--- config.mk ---
export PLATFORM = sky130hd
export DESIGN_NAME = sampling_enable
export DESIGN_NICKNAME = d
export VERILOG_FILES = /design/src/design/iir_sys_pkg.sv /design/src/design/sampling_enable.sv
export VERILOG_INCLUDE_DIRS = /design/src /design/src/include
export SDC_FILE = /design/constraint.sdc
export NUM_CORES = 1
export LEC_CHECK = 0
export BUFFER_PORTS_ARGS = -buffer_cell sky130_fd_sc_hd__clkbuf_2
export CAP_MARGIN = 20
export CORE_UTILIZATION = 30
export DETAILED_ROUTE_END_ITERATION = 8
export PLACE_DENSITY = 0.64
export SYNTH_ARGS = -nofsm -noshare
export SYNTH_HDL_FRONTEND = slang
export SYNTH_SLANG_ARGS = --single-unit
--- constraint.sdc ---
create_clock -name clk -period 3.9 [get_ports clk]
set_clock_uncertainty 0.05 [all_clocks]
set_input_delay 0.195 -clock clk [delete_from_list [all_inputs] [get_ports clk]]
set_output_delay 0.195 -clock clk [all_outputs]
set_load 0.01 [all_outputs]
--- src/include/iir_regmap.svh ---
`ifndef IIR_REGMAP_SVH
`define IIR_REGMAP_SVH

////////////////////////////////////////////////////////////
// register offsets of the biquad APB slave
////////////////////////////////////////////////////////////

localparam logic [APB_ADDR_WIDTH_C-1:0] REG_CTRL_O     = 'h00; // bit 0 is bypass
localparam logic [APB_ADDR_WIDTH_C-1:0] REG_OSC_STEP_O = 'h04; // phase step
localparam logic [APB_ADDR_WIDTH_C-1:0] REG_FS_DIV_O   = 'h08; // sampling period
localparam logic [APB_ADDR_WIDTH_C-1:0] REG_B0_O       = 'h0C;
localparam logic [APB_ADDR_WIDTH_C-1:0] REG_B1_O       = 'h10;
localparam logic [APB_ADDR_WIDTH_C-1:0] REG_B2_O       = 'h14;
localparam logic [APB_ADDR_WIDTH_C-1:0] REG_A1_O       = 'h18;
localparam logic [APB_ADDR_WIDTH_C-1:0] REG_A2_O       = 'h1C;
localparam logic [APB_ADDR_WIDTH_C-1:0] REG_Y_O        = 'h20; // read only

`endif

--- src/design/iir_sys_pkg.sv ---
`default_nettype none

package iir_sys_pkg;

  ////////////////////////////////////////////////////////////
  // widths
  ////////////////////////////////////////////////////////////

  localparam int WAVE_WIDTH_C     = 16; // waveform and sample width
  localparam int PHASE_WIDTH_C    = 32; // oscillator accumulator
  localparam int APB_ADDR_WIDTH_C = 8;
  localparam int APB_DATA_WIDTH_C = 32;
  localparam int COEF_WIDTH_C     = 18;
  localparam int Q_BITS_C         = 14; // fractional bits of a coefficient

  `include "iir_regmap.svh"

  ////////////////////////////////////////////////////////////
  // types
  ////////////////////////////////////////////////////////////

  typedef logic signed [WAVE_WIDTH_C-1:0] sample_t;
  typedef logic signed [COEF_WIDTH_C-1:0] coef_t;

  typedef struct packed {
    coef_t b0; // feed-forward
    coef_t b1;
    coef_t b2;
    coef_t a1; // feedback, subtracted
    coef_t a2;
  } biquad_coefs_t;

  typedef struct packed {
    logic                        bypass;
    logic [PHASE_WIDTH_C-1:0]    osc_step; // added to phase every cycle
    logic [APB_DATA_WIDTH_C-1:0] fs_div;   // sample period in cycles
    biquad_coefs_t               coefs;
  } iir_cfg_t;

  // reset defaults
  localparam logic                        BYPASS_RESET_C   = 1'b1;
  localparam logic [PHASE_WIDTH_C-1:0]    OSC_STEP_RESET_C = 32'h0100_0000;
  localparam logic [APB_DATA_WIDTH_C-1:0] FS_DIV_RESET_C   = 4;
  localparam coef_t                       COEF_RESET_C     = '0;

  localparam iir_cfg_t CFG_RESET_C = '{
    bypass:   BYPASS_RESET_C,
    osc_step: OSC_STEP_RESET_C,
    fs_div:   FS_DIV_RESET_C,
    coefs:    '{b0: COEF_RESET_C, b1: COEF_RESET_C, b2: COEF_RESET_C,
                a1: COEF_RESET_C, a2: COEF_RESET_C}
  };

endpackage

`default_nettype wire

--- src/design/sampling_enable.sv ---
`default_nettype none

module sampling_enable (
  // clock and reset
  input  wire                         clk,
  input  wire                         rst_n,

  // configuration
  input  wire  iir_sys_pkg::iir_cfg_t cfg,

  // one-cycle sample strobe
  output logic                        sample_en
);

  import iir_sys_pkg::*;

  logic [APB_DATA_WIDTH_C-1:0] count;
  logic [APB_DATA_WIDTH_C:0]   count_inc; // one bit wider, never overflows
  logic                        wrap;

  assign count_inc = {1'b0, count} + 1'b1;

  // greater-or-equal so a shortened period is picked up at once,
  // fs_div of 0 behaves like 1
  assign wrap = (count_inc >= {1'b0, cfg.fs_div});

  always_ff @(posedge clk or negedge rst_n) begin
    if (!rst_n) begin
      count     <= '0;
      sample_en <= 1'b0;
    end else begin
      sample_en <= wrap;                     // strobe in the cycle after wrap
      count     <= wrap ? '0 : count_inc[APB_DATA_WIDTH_C-1:0];
    end
  end

endmodule

`default_nettype wire

**Yosys cells after proc, flatten, opt, wreduce, memory -nomap -nowiden**

Cells that the tools add are included.

- Register bits: 33
- Bits of input ports: 157
- Output and inout bits: 1

- Multiplexer cells: 1
- $add $sub $neg: 1
- Magnitude comparators: 1

Operators with widths:

| kind | number |
|---|---|
| adder 32 x 1 -> 33 bit, second input constant | 1 |
| >= comparator 33 x 32 -> 1 bit | 1 |
| 2-to-1 mux 32 bit | 1 |

**Depth between registers and ports, before layout**

- Depth in word-level cells: 3
- Gate-level depth with buffers: 13
- Mapped depth without buffers: 11

**Worst setup path before layout**

OpenSTA, ideal clock, no wires.

- Kind: register to register
- Start point: reg count[0]
- End point: reg count[23]
- Cell stages (with the launch flop): 14
- Setup time: 0.142 ns
- Setup slack: 0.611 ns
- Path buffers: 2
- Period minus slack after synthesis: 3.289 ns
- Data arrival time: 3.097 ns
- Cells stage by stage: dfrtp_1 > ha_1 > nand2_1 > or3_1 > buf_6 > nor4_4 > xor2_1 > ha_1 > nand4_1 > nor4_1 > nand2_1 > o32ai_1 > clkbuf_1 > nor4b_1

- Word-level cells in the longest chain between the ends: 3

Ends and longest elaborated chain:

| what | RTL line | text |
|---|---|---|
| start, declared | sampling_enable.sv:17 | `logic [APB_DATA_WIDTH_C-1:0] count;` |
| start signal, assigned | sampling_enable.sv:33 | `count <= wrap ? '0 : count_inc[APB_DATA_WIDTH_C-1:0];` |
| adder 32 x 1 -> 33 bit (*) | sampling_enable.sv:21 | `assign count_inc = {1'b0, count} + 1'b1;` |
| >= comparator 33 x 32 -> 1 bit | sampling_enable.sv:25 | `assign wrap = (count_inc >= {1'b0, cfg.fs_div});` |
| 2-to-1 mux 32 bit (*) | sampling_enable.sv:33 |  |

Mark *: on every way between the ends. The rest lies on a longest branch, timed or not.

**Worst setup path in the final report**

- Start point: reg count[3]
- End point: reg sample_en

- Word-level cells in the longest chain between the ends: 2

Ends and longest elaborated chain:

| what | RTL line | text |
|---|---|---|
| adder 32 x 1 -> 33 bit | sampling_enable.sv:21 |  |
| >= comparator 33 x 32 -> 1 bit | sampling_enable.sv:25 |  |
| net wrap | sampling_enable.sv:19 | `logic wrap;` |
| end signal, assigned | sampling_enable.sv:32 | `sample_en <= wrap;` |
| end, declared | sampling_enable.sv:12 | `output logic sample_en` |

The timed path passes the listed nets, and every way through them passes these cells.

==> flow_metrics.env <==
export IMPL_status="finished, final reports clean"
export IMPL_max_freq_ghz=0.2796
export IMPL_grt_ovfl_total=0
export IMPL_crit_chain="nand3_2 -> or4_4 -> nor3_2 -> xor2_1 -> ha_1 -> nand4_1 -> nor3_1 -> a221oi_1 -> buf_4 -> o311ai_4 -> buf_4 -> or3_1"
export IMPL_clock_root_buffer="clkbuf_8"
export IMPL_synth_compound_area_share_pct=5.576
export IMPL_synthCells=286
export IMPL_r2r_start="count[3]"
export IMPL_min_to="count[0]"
export IMPL_power_density_nw_per_um2=217.9
export IMPL_startpoint_type="register"
export IMPL_area_sequential_sq_um=825.8
export IMPL_core_sq_um=8721
export IMPL_yosys_area_share_simple_pct=31.89
export IMPL_synth_edf_count=0
export IMPL_io_buffers=34
export IMPL_final_common_cell="inv_1"
export IMPL_period_share_pct=91.71
export IMPL_whs_ns=0.4776
export IMPL_yosysWarnings=0
export IMPL_drc=0
export IMPL_synth_distinct_cells=34
export IMPL_antenna_found_initial=0
export IMPL_dr_pass1_iters=4
export IMPL_synthAdderAreaFrac_pct=15.21
export IMPL_track_usage_pct=13.47
export IMPL_hpwl_microns=4718
export IMPL_cap_viol_max_count=0
export IMPL_hold_path_class="reg2reg"
export IMPL_drv_slew=0
export IMPL_p_leak_nw=1.653
export IMPL_synth_seq_cells=33
export IMPL_fin_nets=524
export IMPL_n_fill_cell=873
export IMPL_final_cell_mix="inv_1, clkbuf_2, ha_1, dfrtp_1, nor4b_1"
export IMPL_grt_max_degree=34
export IMPL_period_needed_ns=3.577
export IMPL_ir_worst_vdd_v=0.0001174
export IMPL_seqPwrFrac_pct=48.3
export IMPL_grt_pass1_wl_microns=10380
export IMPL_h_tree_depth=2
export IMPL_clk_latency_ns=0.29
export IMPL_wirelength_microns=6094
export IMPL_cp_common_cell="buf_4"
export IMPL_synth_nets=476
export IMPL_dieArea_sq_um=9435
export IMPL_min_path_cells=1
export IMPL_intPower_mw=0.5525
export IMPL_min_from="count[0]"
export IMPL_slowest_stage="or4_4"
export IMPL_synthMuxAreaShare_pct=0
export IMPL_pwr_share_clk_pct=44.2
export IMPL_setup_violations_final=0
export IMPL_layout_drive_gt1_share_pct=26.05
export IMPL_reg2reg_to="sample_en"
export IMPL_route_vias_total=2243
export IMPL_cpPeakStageDelay_ns=0.63
export IMPL_cts_tree="built"
export IMPL_crit_type="reg2reg"
export IMPL_end_kind="register"
export IMPL_hold_violations=0
export IMPL_cts_buffers=5
export IMPL_synth_xor_area_share_pct=9.677
export IMPL_rrSetupSlack_ns=0.32
export IMPL_grt_pass1_vias=2247
export IMPL_rr_worst_depth=12
export IMPL_fp_dieH_microns=97.14
export IMPL_async_reset_ff_share_pct=100.0
export IMPL_swShare_pct=22.08
export IMPL_die_w_microns=97.14
export IMPL_crit_path_max_fanout=12
export IMPL_cts_num_sinks=33
export IMPL_io_pins=158
export IMPL_worstPathRequired_ns=4.01
export IMPL_initial_core_util_pct=31.13
export IMPL_setup_tns_ns=0
export IMPL_clkTransAtPathRegs_ns=0.07
export IMPL_yosysSeqAreaShare_pct=30.41
export IMPL_avgSynthCellArea_sq_um=9.493
export IMPL_synth_area_sq_um=2715
export IMPL_rsz0062_at_grt="no"
export IMPL_antennaDiodeCount=0
export IMPL_wl_per_cell_microns=13.79
export IMPL_power_frac_comb_pct=7.6
export IMPL_clockBufferDepth=2
export IMPL_power_switching_mw=0.1565
export IMPL_synthToLayoutAreaGrowth_pct=19.82
export IMPL_place_congestion=0.8603
export IMPL_drt_iter0_drc=93
export IMPL_multi_input_area_sq_um=1742
export IMPL_crit_buf_inv=2
export IMPL_max_slew_margin_pct=43.16
export IMPL_final_antenna_net_count=0
export IMPL_critPathTopFamily="simple AND/OR/NAND/NOR gates"
export IMPL_synth_top_family_by_area="simple AND/OR/NAND/NOR gates"
export IMPL_vias_per_cell=5.075
export IMPL_arrival_ns=3.68
export IMPL_synth_flop_cell="dfrtp_1"
export IMPL_rows=34
export IMPL_max_slew_worst_pin_slew_ns=0.8527
worst max path at each step:
stage             start   endpoint  slack [ns]  cells after the start
6_report       count[3]  sample_en        0.32                     12
5_1_grt        count[0]  sample_en        0.02                     14
4_1_cts        count[0]  sample_en        0.19                     14
3_5_place_dp   count[0]  sample_en        0.25                     14
3_3_place_gp   count[0]  sample_en        0.26                     14
2_1_floorplan  count[0]  count[23]        0.61                     13
sequential cells by signal, summed over array words and instances, names as in the netlist:
signal / count
count: 32
sample_en: 1
synth_stat cells, types with 9 or more instances:
cell / instances / area [sq um]
nand3_1: 13 / 65.06
inv_1: 37 / 138.9
nand2_1: 17 / 63.81
a21oi_1: 10 / 50.05
xnor2_1: 12 / 105.1
dfrtp_1: 33 / 825.8
ha_1: 33 / 412.9
nor4b_2: 10 / 150.1
nor2_1: 9 / 33.78
xor2_1: 18 / 157.7
nand4_1: 12 / 75.07
nor4b_1: 21 / 183.9
nor3_1: 10 / 50.05
metrics by stage:
step,instances,worst slack (ns),instance area (sq um),util (%),power [mW]
floorplan,286,0.6109,2715,-,0.3717
global placement,434,0.2630,3119,35.77,0.4000
detailed placement,434,0.2503,3119,35.77,0.4021
CTS,442,0.1896,3233,37.07,0.7115
global route,442,0.01657,3253,37.30,0.7388
finish,442,0.3234,3253,37.30,0.7090
power by group through the flow:
stage | Combinational [mW] | Sequential (mW) | Clock [mW]
after global routing | 0.0633 | 0.342 | 0.334
final | 0.0536 | 0.342 | 0.313
after detailed placement | 0.0534 | 0.349 | 0
after floorplan | 0.0229 | 0.349 | 0
after global placement | 0.0513 | 0.349 | 0
after CTS | 0.0549 | 0.342 | 0.314
metal layers:
metal | vias to the layer above | wire [microns] | global-route usage, % | share of wire [%]
met5 | - | 0 | 0 | 0
li1 | 1131 | - | - | -
met2 | 56 | 2715 | 21.72 | 45
met3 | 6 | 260 | 2.590 | 4.3
met4 | 0 | 50 | 3.100 | 0.82
met1 | 1050 | 3067 | 18.63 | 50
what timing repair did:
| action | 4_1_cts | 5_1_grt |
|---|---|---|
| resized for setup | 0 | 4 |
| endpoints found under the hold margin | 33 | 0 |
| setup buffers | 0 | 0 |
| hold buffers | 1 | 0 |
| endpoints found under the setup margin | 0 | 10 |
area by class of cell:
| class | count | area share, % |
|---|---|---|
| repair buffers | 52 | 9.462 |
| multi-input cells | 205 | 53.54 |
| flip-flops and latches | 33 | 25.38 |
| clock inverters | 2 | 1.077 |
| well taps | 108 | 4.154 |
| inverters | 37 | 4.269 |
| clock buffers | 5 | 2.115 |
logic make-up after synthesis:
family | Yosys count
AOI/OAI and AO/OA | 23
xor gates and xnor gates | 30
adders and majority gates | 33
buffers and inverters | 48
DFF | 33
and+or+nand+nor | 119
Note: power is estimated with default switching activity, not from simulation.
