==> src/include/iir_regmap.svh <==
`ifndef IIR_REGMAP_SVH
`define IIR_REGMAP_SVH

////////////////////////////////////////////////////////////
// register offsets of the biquad APB slave
////////////////////////////////////////////////////////////

localparam logic [APB_ADDR_WIDTH_C-1:0] REG_CTRL_O     = 'h00; // bit 0 is bypass
localparam logic [APB_ADDR_WIDTH_C-1:0] REG_OSC_STEP_O = 'h04; // phase step
localparam logic [APB_ADDR_WIDTH_C-1:0] REG_FS_DIV_O   = 'h08; // sampling period
localparam logic [APB_ADDR_WIDTH_C-1:0] REG_B0_O       = 'h0C;
localparam logic [APB_ADDR_WIDTH_C-1:0] REG_B1_O       = 'h10;
localparam logic [APB_ADDR_WIDTH_C-1:0] REG_B2_O       = 'h14;
localparam logic [APB_ADDR_WIDTH_C-1:0] REG_A1_O       = 'h18;
localparam logic [APB_ADDR_WIDTH_C-1:0] REG_A2_O       = 'h1C;
localparam logic [APB_ADDR_WIDTH_C-1:0] REG_Y_O        = 'h20; // read only

`endif

==> src/design/iir_sys_pkg.sv <==
`default_nettype none

package iir_sys_pkg;

  ////////////////////////////////////////////////////////////
  // widths
  ////////////////////////////////////////////////////////////

  localparam int WAVE_WIDTH_C     = 16; // waveform and sample width
  localparam int PHASE_WIDTH_C    = 32; // oscillator accumulator
  localparam int APB_ADDR_WIDTH_C = 8;
  localparam int APB_DATA_WIDTH_C = 32;
  localparam int COEF_WIDTH_C     = 18;
  localparam int Q_BITS_C         = 14; // fractional bits of a coefficient

  `include "iir_regmap.svh"

  ////////////////////////////////////////////////////////////
  // types
  ////////////////////////////////////////////////////////////

  typedef logic signed [WAVE_WIDTH_C-1:0] sample_t;
  typedef logic signed [COEF_WIDTH_C-1:0] coef_t;

  typedef struct packed {
    coef_t b0; // feed-forward
    coef_t b1;
    coef_t b2;
    coef_t a1; // feedback, subtracted
    coef_t a2;
  } biquad_coefs_t;

  typedef struct packed {
    logic                        bypass;
    logic [PHASE_WIDTH_C-1:0]    osc_step; // added to phase every cycle
    logic [APB_DATA_WIDTH_C-1:0] fs_div;   // sample period in cycles
    biquad_coefs_t               coefs;
  } iir_cfg_t;

  // reset defaults
  localparam logic                        BYPASS_RESET_C   = 1'b1;
  localparam logic [PHASE_WIDTH_C-1:0]    OSC_STEP_RESET_C = 32'h0100_0000;
  localparam logic [APB_DATA_WIDTH_C-1:0] FS_DIV_RESET_C   = 4;
  localparam coef_t                       COEF_RESET_C     = '0;

  localparam iir_cfg_t CFG_RESET_C = '{
    bypass:   BYPASS_RESET_C,
    osc_step: OSC_STEP_RESET_C,
    fs_div:   FS_DIV_RESET_C,
    coefs:    '{b0: COEF_RESET_C, b1: COEF_RESET_C, b2: COEF_RESET_C,
                a1: COEF_RESET_C, a2: COEF_RESET_C}
  };

endpackage

`default_nettype wire

==> src/design/iir_biquad_apb_regs.sv <==
`default_nettype none

module iir_biquad_apb_regs (
  // clock and reset
  input  wire                                            clk,
  input  wire                                            rst_n,

  // APB3 slave
  input  wire  [iir_sys_pkg::APB_ADDR_WIDTH_C-1:0]       apb_paddr,
  input  wire                                            apb_psel,
  input  wire                                            apb_penable,
  input  wire                                            apb_pwrite,
  input  wire  [iir_sys_pkg::APB_DATA_WIDTH_C-1:0]       apb_pwdata,
  output logic                                           apb_pready,
  output logic [iir_sys_pkg::APB_DATA_WIDTH_C-1:0]       apb_prdata,

  // status in, configuration out
  input  wire  iir_sys_pkg::sample_t                     y,
  output iir_sys_pkg::iir_cfg_t                          cfg
);

  import iir_sys_pkg::*;

  logic access; // second phase of a transfer
  logic wr_en;

  assign access     = apb_psel && apb_penable;
  assign wr_en      = access && apb_pwrite;
  assign apb_pready = access; // no wait states

  ////////////////////////////////////////////////////////////
  // configuration registers
  ////////////////////////////////////////////////////////////

  always_ff @(posedge clk or negedge rst_n) begin
    if (!rst_n) begin
      cfg <= CFG_RESET_C;
    end else if (wr_en) begin
      case (apb_paddr)
        REG_CTRL_O:     cfg.bypass   <= apb_pwdata[0];
        REG_OSC_STEP_O: cfg.osc_step <= apb_pwdata[PHASE_WIDTH_C-1:0];
        REG_FS_DIV_O:   cfg.fs_div   <= apb_pwdata;
        REG_B0_O:       cfg.coefs.b0 <= apb_pwdata[COEF_WIDTH_C-1:0]; // low bits kept
        REG_B1_O:       cfg.coefs.b1 <= apb_pwdata[COEF_WIDTH_C-1:0];
        REG_B2_O:       cfg.coefs.b2 <= apb_pwdata[COEF_WIDTH_C-1:0];
        REG_A1_O:       cfg.coefs.a1 <= apb_pwdata[COEF_WIDTH_C-1:0];
        REG_A2_O:       cfg.coefs.a2 <= apb_pwdata[COEF_WIDTH_C-1:0];
        default: begin
          // REG_Y_O and unmapped offsets ignore writes
        end
      endcase
    end
  end

  ////////////////////////////////////////////////////////////
  // readback
  ////////////////////////////////////////////////////////////

  always_comb begin
    apb_prdata = '0;
    if (access) begin
      case (apb_paddr)
        REG_CTRL_O:     apb_prdata[0] = cfg.bypass;
        REG_OSC_STEP_O: apb_prdata = APB_DATA_WIDTH_C'(cfg.osc_step);
        REG_FS_DIV_O:   apb_prdata = cfg.fs_div;
        REG_B0_O:       apb_prdata = APB_DATA_WIDTH_C'(cfg.coefs.b0); // sign extended
        REG_B1_O:       apb_prdata = APB_DATA_WIDTH_C'(cfg.coefs.b1);
        REG_B2_O:       apb_prdata = APB_DATA_WIDTH_C'(cfg.coefs.b2);
        REG_A1_O:       apb_prdata = APB_DATA_WIDTH_C'(cfg.coefs.a1);
        REG_A2_O:       apb_prdata = APB_DATA_WIDTH_C'(cfg.coefs.a2);
        REG_Y_O:        apb_prdata = APB_DATA_WIDTH_C'(y);            // last filter output
        default:        apb_prdata = '0;
      endcase
    end
  end

endmodule

`default_nettype wire

==> config.mk <==
export PLATFORM = sky130hd
export DESIGN_NAME = iir_biquad_apb_regs
export DESIGN_NICKNAME = d
export VERILOG_FILES = /design/src/design/iir_sys_pkg.sv /design/src/design/iir_biquad_apb_regs.sv
export VERILOG_INCLUDE_DIRS = /design/src /design/src/include
export SDC_FILE = /design/constraint.sdc
export NUM_CORES = 1
export LEC_CHECK = 0
export ABC_AREA = 1
export BUFFER_PORTS_ARGS = -buffer_cell sky130_fd_sc_hd__clkbuf_2
export CORE_MARGIN = 5
export CORE_UTILIZATION = 30
export CTS_CLUSTER_SIZE = 30
export DETAILED_ROUTE_END_ITERATION = 8
export PLACE_DENSITY = 0.57
export SYNTH_ARGS = -nofsm -noshare
export SYNTH_HDL_FRONTEND = slang
export SYNTH_SLANG_ARGS = --single-unit
==> constraint.sdc <==
create_clock -name clk -period 3.9 [get_ports clk]
set_clock_uncertainty 0.05 [all_clocks]
set_input_delay 0.585 -clock clk [delete_from_list [all_inputs] [get_ports clk]]
set_output_delay 0.585 -clock clk [all_outputs]
set_load 0.02 [all_outputs]
# --- Word level (Yosys, flattened, before mapping) ---
# Index checks and enable logic that the tools add are counted.
totals:
  reg_bits: 155
  inputBits: 61
  output_inout_bits: 188
  wordCells: 30
op_classes:
  eq_ne: 8
  mux: 3
  n_reduce_logical: 11
op_table:
  columns: ["cell", "n"]
  rows:
  - ["case mux 31 bit (8 select lines)", 1]
  - ["== test 8 x 5 -> 1 bit (second input constant)", 4]
  - ["two-way mux 32 bit", 1]
  - ["== test 8 x 4 -> 1 bit (second input constant)", 2]
  - ["AND reduction 2 bit", 8]
  - ["case mux 1 bit (9 select lines)", 1]
  - ["== test 8 x 3 -> 1 bit (second input constant)", 1]
  - ["== test 8 x 6 -> 1 bit (second input constant)", 1]
  - ["logical NOT 8 bit", 1]
  - ["logical AND 1 bit", 2]

# --- Depth between registers and ports, before layout ---
# Gate-level depths: netlist of the first run.
depth:
  depth_word: 3
  depth_mapped: 10
  mapped_depth_nobuf: 9

# --- Least setup slack after synthesis of the first run ---
# No wires, ideal clock.
synth_path:
  path_type: "input port to output port"
  startpoint: "input apb_paddr[6] (netlist name)"
  endpoint: "output apb_prdata[10] (netlist name)"
  t_arrival_ps: 1738
  required_ps: 3265
  path_slack_ps: 1527
  cell_stages: 10
  path_buffers: 1
  cell_sequence: "inv_1 -> nand2_1 -> nor2_4 -> nand2_1 -> inv_2 -> buf_4 -> nand2_1 -> nand2_1 -> nor2_1 -> a21oi_1"
synth_via:
  elab_chain_cells: 3
  elab_cells_between_ends: 10
  cone_classes: "8 x eq/ne; 2 x mux"
synth_rtl:
  columns: ["item", "line_no", "text"]
  rows:
  - ["start, declared", "iir_biquad_apb_regs.sv:9", "input wire [iir_sys_pkg::APB_ADDR_WIDTH_C-1:0] apb_paddr,"]
  - ["== test 8 x 6 -> 1 bit, or another cell as far along", "iir_biquad_apb_regs.sv:62", "case (apb_paddr)"]
  - ["case mux 31 bit (8 select lines) *", "iir_biquad_apb_regs.sv:62", null]
  - ["two-way mux 32 bit *", "iir_biquad_apb_regs.sv:61", "if (access) begin"]
  - ["end, declared", "iir_biquad_apb_regs.sv:15", "output logic [iir_sys_pkg::APB_DATA_WIDTH_C-1:0] apb_prdata,"]
# Every way passes the cells marked *; elsewhere a longest branch is shown, timed or not.

# --- Worst setup path after layout of the first run ---
layout_path:
  startpoint: "input apb_paddr[4] (netlist name)"
  endpoint: "output apb_prdata[16] (netlist name)"
# Same word-level chain as after synthesis.

==> results.sh, run 1 <==
export IMPL_critical_path_most_common_cell="nand2_1"
export IMPL_endpoint_kind="output port"
export IMPL_hold_buffers=0
export IMPL_vias=7124
export IMPL_rsz0062_at_grt="no"
export IMPL_cts_repair_resize_count=0
export IMPL_setup_tns_ns=0
export IMPL_startpoint_type="primary input"
export IMPL_synthesis_area_um2=7380
export IMPL_finish_instance_area_um2=9430
export IMPL_ys_types=22
export IMPL_drc=0
export IMPL_synth_top_area_share_pct=51.5
export IMPL_ioPinCount=249
export IMPL_cts_root_buf="clkbuf_16"
export IMPL_htree_levels=4
export IMPL_fmax_mhz=311
export IMPL_first_global_vias=6947
export IMPL_cts_sinks=155
export IMPL_timing_final_ws_setup_ns=0.686
export IMPL_finalNonFillerCells=1512
export IMPL_core_area_um2=24200
export IMPL_grt_max_degree=97
export IMPL_syn_num_nets=1005
export IMPL_dpl_cell_area_um2=8880
export IMPL_hold_viol=0
export IMPL_vdd_drop_max_mv=0.244
export IMPL_power_per_cell_area_nw_per_um2=364
export IMPL_ys_ff_latch=155
export IMPL_cpPeakStageDelay_ns=0.49
export IMPL_gp_congestion=0.824
export IMPL_top_register="cfg"
export IMPL_crit_type="in2out"
export IMPL_pre_cts_ws_ns=0.717
export IMPL_hpwl_um=20000
export IMPL_yosys_warnings=0
export IMPL_final_common_cell="nand2_1"
export IMPL_wl_per_cell_um=18.1
export IMPL_io_buffers=248
export IMPL_p_int_mw=2.55
export IMPL_track_usage_pct=19.4
export IMPL_dieWidth_um=167
export IMPL_wl_um=27300
export IMPL_start_util_pct=30.4
export IMPL_synth_avg_cell_area_um2=7.82
export IMPL_syn_to_final_growth_pct=27.7
export IMPL_insertion_delay_ns=0.41
export IMPL_n_antenna_cell=0
export IMPL_clockPowerShare_pct=45.3
export IMPL_die_area_um2=27800
export IMPL_drt_iter0_markers=549
export IMPL_post_cts_buffers=0
export IMPL_p_leak_nw=5.05
export IMPL_final_setup_viol_count=0
export IMPL_yosys_top_cells_area="dfrtp_1 (52%), nand2_1 (17%), o21ai_0 (6.4%), nand3_1 (4.7%), o21ai_1 (4.7%)"
export IMPL_max_cap_viol_count=0
export IMPL_synth_cells=944
export IMPL_timing_max_slew_rel_slack_pct=35.7
export IMPL_pwr_share_seq_pct=48.2
export IMPL_status="complete, no violations"
export IMPL_p_sw_share_pct=25.8
export IMPL_first_pass_iters=5
export IMPL_grt_pass1_wl_um=42200
export IMPL_antenna_found_initial=0
export IMPL_cts_reportedPaths_clkPinSlew_ns=0.06
export IMPL_arrival_ns=2.58
export IMPL_most_common_layout_cells="nand2_1 (337), clkbuf_2 (247), dfrtp_1 (152), o21ai_0 (94)"
export IMPL_min_path_type="in2async"
export IMPL_path_cells="clkbuf_2 -> nor2_1 -> nand2_1 -> inv_2 -> nand2_1 -> inv_2 -> nand2_1 -> nand2_1 -> nor2_1 -> a21oi_1 -> clkbuf_2"
export IMPL_layout_min_cycle_time_ns=3.21
export IMPL_tritoncts="yes"
export IMPL_cts_buffers_inserted=17
export IMPL_p_comb_share_pct=6.5
export IMPL_seq_area_frac_synth_pct=52.6
export IMPL_vias_per_cell=4.71
export IMPL_drive_above_1_share_pct=28.0
export IMPL_nNetsFinal=1236
export IMPL_fp_dieH_um=167
export IMPL_cp_slowest_cell="inv_2"
export IMPL_place_inst=1480
export IMPL_period_share_pct=82.4
export IMPL_largest_reg_flops=155
export IMPL_postRouteAntennaNets=0
export IMPL_crit_fanout=26
export IMPL_worst_pin_slew_ns=0.964
export IMPL_drv_slew=0
export IMPL_required_ns=3.26
export IMPL_synth_top_area_cell="dfrtp_1"
export IMPL_p_sw_mw=0.884
export IMPL_grt_ovfl_total=0
export IMPL_std_cell_rows=57
export IMPL_clk_path_buf_depth=2
export IMPL_largestRegisters="cfg x155"
==> metrics by stage <==
stage	power, mW	hold slack, ns	utilization [%]
final	3.43	0.190	38.9
after global routing	3.56	0.285	38.9
after CTS	3.47	0.256	38.9
after detailed placement	1.91	0.435	36.6
after global placement	1.91	0.429	36.6
after floorplan	1.77	0.239	-
==> final cells by class <==
class	count	area [um^2]
Clock buffer	20	457
Clock inverter	12	91.3
Fill cell	2628	14800
Inverter	64	245
Multi-Input combinational cell	676	3000
Sequential cell	155	3880
Tap cell	324	405
Timing Repair Buffer	261	1350
==> cell usage after synthesis (all sizes together) <==
master and instances:
nand2 348, dfrtp 152, nor2 62, buf 36, a21oi 31, inv 64, clkbuf 13, nand3 70
o21ai 165, dfstp 3
==> metal layers <==
| layer | vias to the layer above | track usage [%] | routed length (um) |
|---|---|---|---|
| met5 | - | 0 | 0 |
| met3 | 18 | 5.81 | 1940 |
| met1 | 3379 | 25.2 | 11800 |
| met2 | 239 | 32.0 | 13200 |
| met4 | 0 | 4.48 | 366 |
| li1 | 3488 | - | - |
==> logic make-up after synthesis <==
family | after synthesis | share of synthesized area, %
AND/OR/NAND/NOR | 480 | 26.7
AO/OA/AOI/OAI | 196 | 14.0
flip-flops | 155 | 52.6
buffers and inverters | 113 | 6.78
==> power by group through the flow <==
stage	combinational, mW	sequential (mW)	clock [mW]
after global routing	0.247	1.66	1.66
after global placement	0.226	1.68	0
after detailed placement	0.227	1.68	0
after CTS	0.228	1.65	1.59
after floorplan	0.0649	1.71	0
final	0.222	1.65	1.55
==> critical path: cells and delay by family <==
family,cells,cell delay (ns)
buffers and inverters,4,1.17
and+or+nand+nor,6,0.56
AOI/OAI and AO/OA,1,0.25
==> path summary, 6_finish.rpt <==
path	startpoint	slack, ns	cells after the start	endpoint
max in group asynchronous	rst_n	2.64	2	cfg[146]
min in group clk	apb_pwdata[24]	0.34	3	cfg[146]
worst min-delay path	rst_n	0.19	1	cfg[134]
worst max-delay path	apb_paddr[4]	0.69	11	apb_prdata[16]
worst max register to register	cfg[92]	3.07	2	cfg[92]
worst min register to register	cfg[146]	0.44	2	cfg[146]
Power figures use the tool's default switching activity.
==> run 2, diff against run 1 <==
==> constraint.sdc (replaced) <==
create_clock -name clk -period 3.3 [get_ports clk]
set_clock_uncertainty 0.05 [all_clocks]
set_input_delay 0.495 -clock clk [delete_from_list [all_inputs] [get_ports clk]]
set_output_delay 0.495 -clock clk [all_outputs]
set_load 0.02 [all_outputs]
==> results.sh, run 2 (same netlist as run 1, synthesis figures left out) <==
export IMPL_status="complete, no violations"
export IMPL_most_common_layout_cells="nand2_1 (337), clkbuf_2 (247), dfrtp_1 (152), o21ai_0 (94)"
export IMPL_critical_path_most_common_cell="nand2_1"
export IMPL_reg2reg_to="cfg[7]"
export IMPL_fmax_mhz=359
export IMPL_insertion_delay_ns=0.41
export IMPL_drc=0
export IMPL_post_cts_buffers=0
export IMPL_io_buffers=248
export IMPL_drv_slew=0
export IMPL_top_register="cfg"
export IMPL_p_leak_nw=5.13
export IMPL_cts_repair_resize_count=0
export IMPL_gp_congestion=0.817
export IMPL_hold_viol=0
export IMPL_drt_iter0_markers=514
export IMPL_largest_reg_flops=155
export IMPL_timing_final_ws_setup_ns=0.518
export IMPL_cts_sinks=155
export IMPL_rrSetupSlack_ns=2.47
export IMPL_setup_tns_ns=0
export IMPL_grt_ovfl_total=0
export IMPL_pwr_share_seq_pct=45.2
export IMPL_wl_per_cell_um=18.2
export IMPL_max_cap_viol_count=0
export IMPL_r2r_cells=2
export IMPL_ioPinCount=249
export IMPL_nNetsFinal=1239
export IMPL_period_share_pct=84.3
export IMPL_largestRegisters="cfg x155"
export IMPL_timing_max_slew_rel_slack_pct=52.2
export IMPL_fp_dieH_um=167
export IMPL_syn_to_final_growth_pct=29.6
export IMPL_worst_pin_slew_ns=0.714
export IMPL_pre_cts_ws_ns=0.543
export IMPL_tritoncts="yes"
export IMPL_vias_per_cell=4.71
export IMPL_cts_reportedPaths_clkPinSlew_ns=0.07
export IMPL_core_area_um2=24200
export IMPL_final_setup_viol_count=0
export IMPL_p_sw_mw=1.10
export IMPL_reg2reg_from="cfg[7]"
export IMPL_dieWidth_um=167
export IMPL_std_cell_rows=57
export IMPL_die_area_um2=27800
export IMPL_fin_hold_ws_ns=0.0498
export IMPL_first_global_vias=6959
export IMPL_startpoint_type="primary input"
export IMPL_cpPeakStageDelay_ns=0.37
export IMPL_min_path_type="in2async"
export IMPL_postRouteAntennaNets=0
export IMPL_first_pass_iters=5
export IMPL_p_sw_share_pct=25.4
export IMPL_crit_type="in2out"
export IMPL_clk_path_buf_depth=2
export IMPL_required_ns=2.75
export IMPL_track_usage_pct=19.6
export IMPL_antenna_found_initial=0
export IMPL_cts_buffers_inserted=17
export IMPL_htree_levels=4
export IMPL_hpwl_um=20300
export IMPL_vdd_drop_max_mv=0.260
export IMPL_n_antenna_cell=0
export IMPL_power_per_cell_area_nw_per_um2=452
export IMPL_arrival_ns=2.24
export IMPL_hold_buffers=0
export IMPL_layout_min_cycle_time_ns=2.78
export IMPL_cp_slowest_cell="nor2_2"
export IMPL_wl_um=27500
export IMPL_p_comb_share_pct=6.2
export IMPL_p_int_mw=3.23
export IMPL_cts_root_buf="clkbuf_16"
export IMPL_clockPowerShare_pct=48.6
export IMPL_vias=7139
export IMPL_rsz0062_at_grt="no"
export IMPL_crit_fanout=14
export IMPL_final_common_cell="nand2_1"
export IMPL_endpoint_kind="output port"
export IMPL_fin_util_pct=39.4
export IMPL_path_cells="clkbuf_2 -> inv_1 -> nand2_2 -> nor2_2 -> nand2_1 -> inv_2 -> buf_4 -> nand2_1 -> nand2_1 -> nor2_1 -> a21oi_1 -> clkbuf_2"
export IMPL_grt_pass1_wl_um=42700
export IMPL_drive_above_1_share_pct=28.3
export IMPL_start_util_pct=30.4
export IMPL_grt_max_degree=71
run 2: worst max-delay path: cells and delay by family:
kind / cells / cell delay [ns]
AND/OR/NAND/NOR: 6 / 0.83
buffers and inverters: 5 / 0.67
AO/OA/AOI/OAI: 1 / 0.23
run 2: metal layers:
metal	share of wire [%]	global-route usage [%]	up-vias
met3	7.9	5.81	27
met2	47	32.1	271
met1	43	25.5	3335
li1	-	-	3506
met5	0	0	-
met4	1.9	5.02	0
run 2: cell type report:
type                       instances  area [um^2]
tap                              324          405
clock buffer                      17          425
inverter                          64          245
clock inverter                    15          199
fill                            2564        14700
sequential                       155         3880
multi-input combinational        676         3000
timing repair buffer             264         1410
run 2: worst max path at each step:
stage,from,end,slack [ns],cells past startpoint
2_1_floorplan,apb_paddr[6],apb_prdata[10],1.11,10
3_3_place_gp,apb_paddr[5],apb_prdata[17],0.54,12
3_5_place_dp,apb_paddr[5],apb_prdata[17],0.54,12
4_1_cts,apb_paddr[5],apb_prdata[17],0.53,12
5_1_grt,apb_paddr[3],apb_prdata[2],0.35,11
6_report,apb_paddr[0],apb_prdata[1],0.52,12
run 2: power groups by stage:
stage | sequential (mW) | clock, mW | combinational, mW
6_report | 1.95 | 2.10 | 0.268
5_1_grt | 1.96 | 2.23 | 0.298
4_1_cts | 1.95 | 2.16 | 0.275
3_5_place_dp | 1.99 | 0 | 0.274
3_3_place_gp | 1.99 | 0 | 0.272
2_1_floorplan | 2.02 | 0 | 0.0767
run 2: per-stage QoR:
stage,instances,cell area [um^2],power (mW)
after CTS,1515,9560,4.38
after detailed placement,1483,8940,2.26
final,1515,9560,4.33
after global routing,1515,9560,4.49
after floorplan,944,7380,2.10
after global placement,1483,8940,2.26
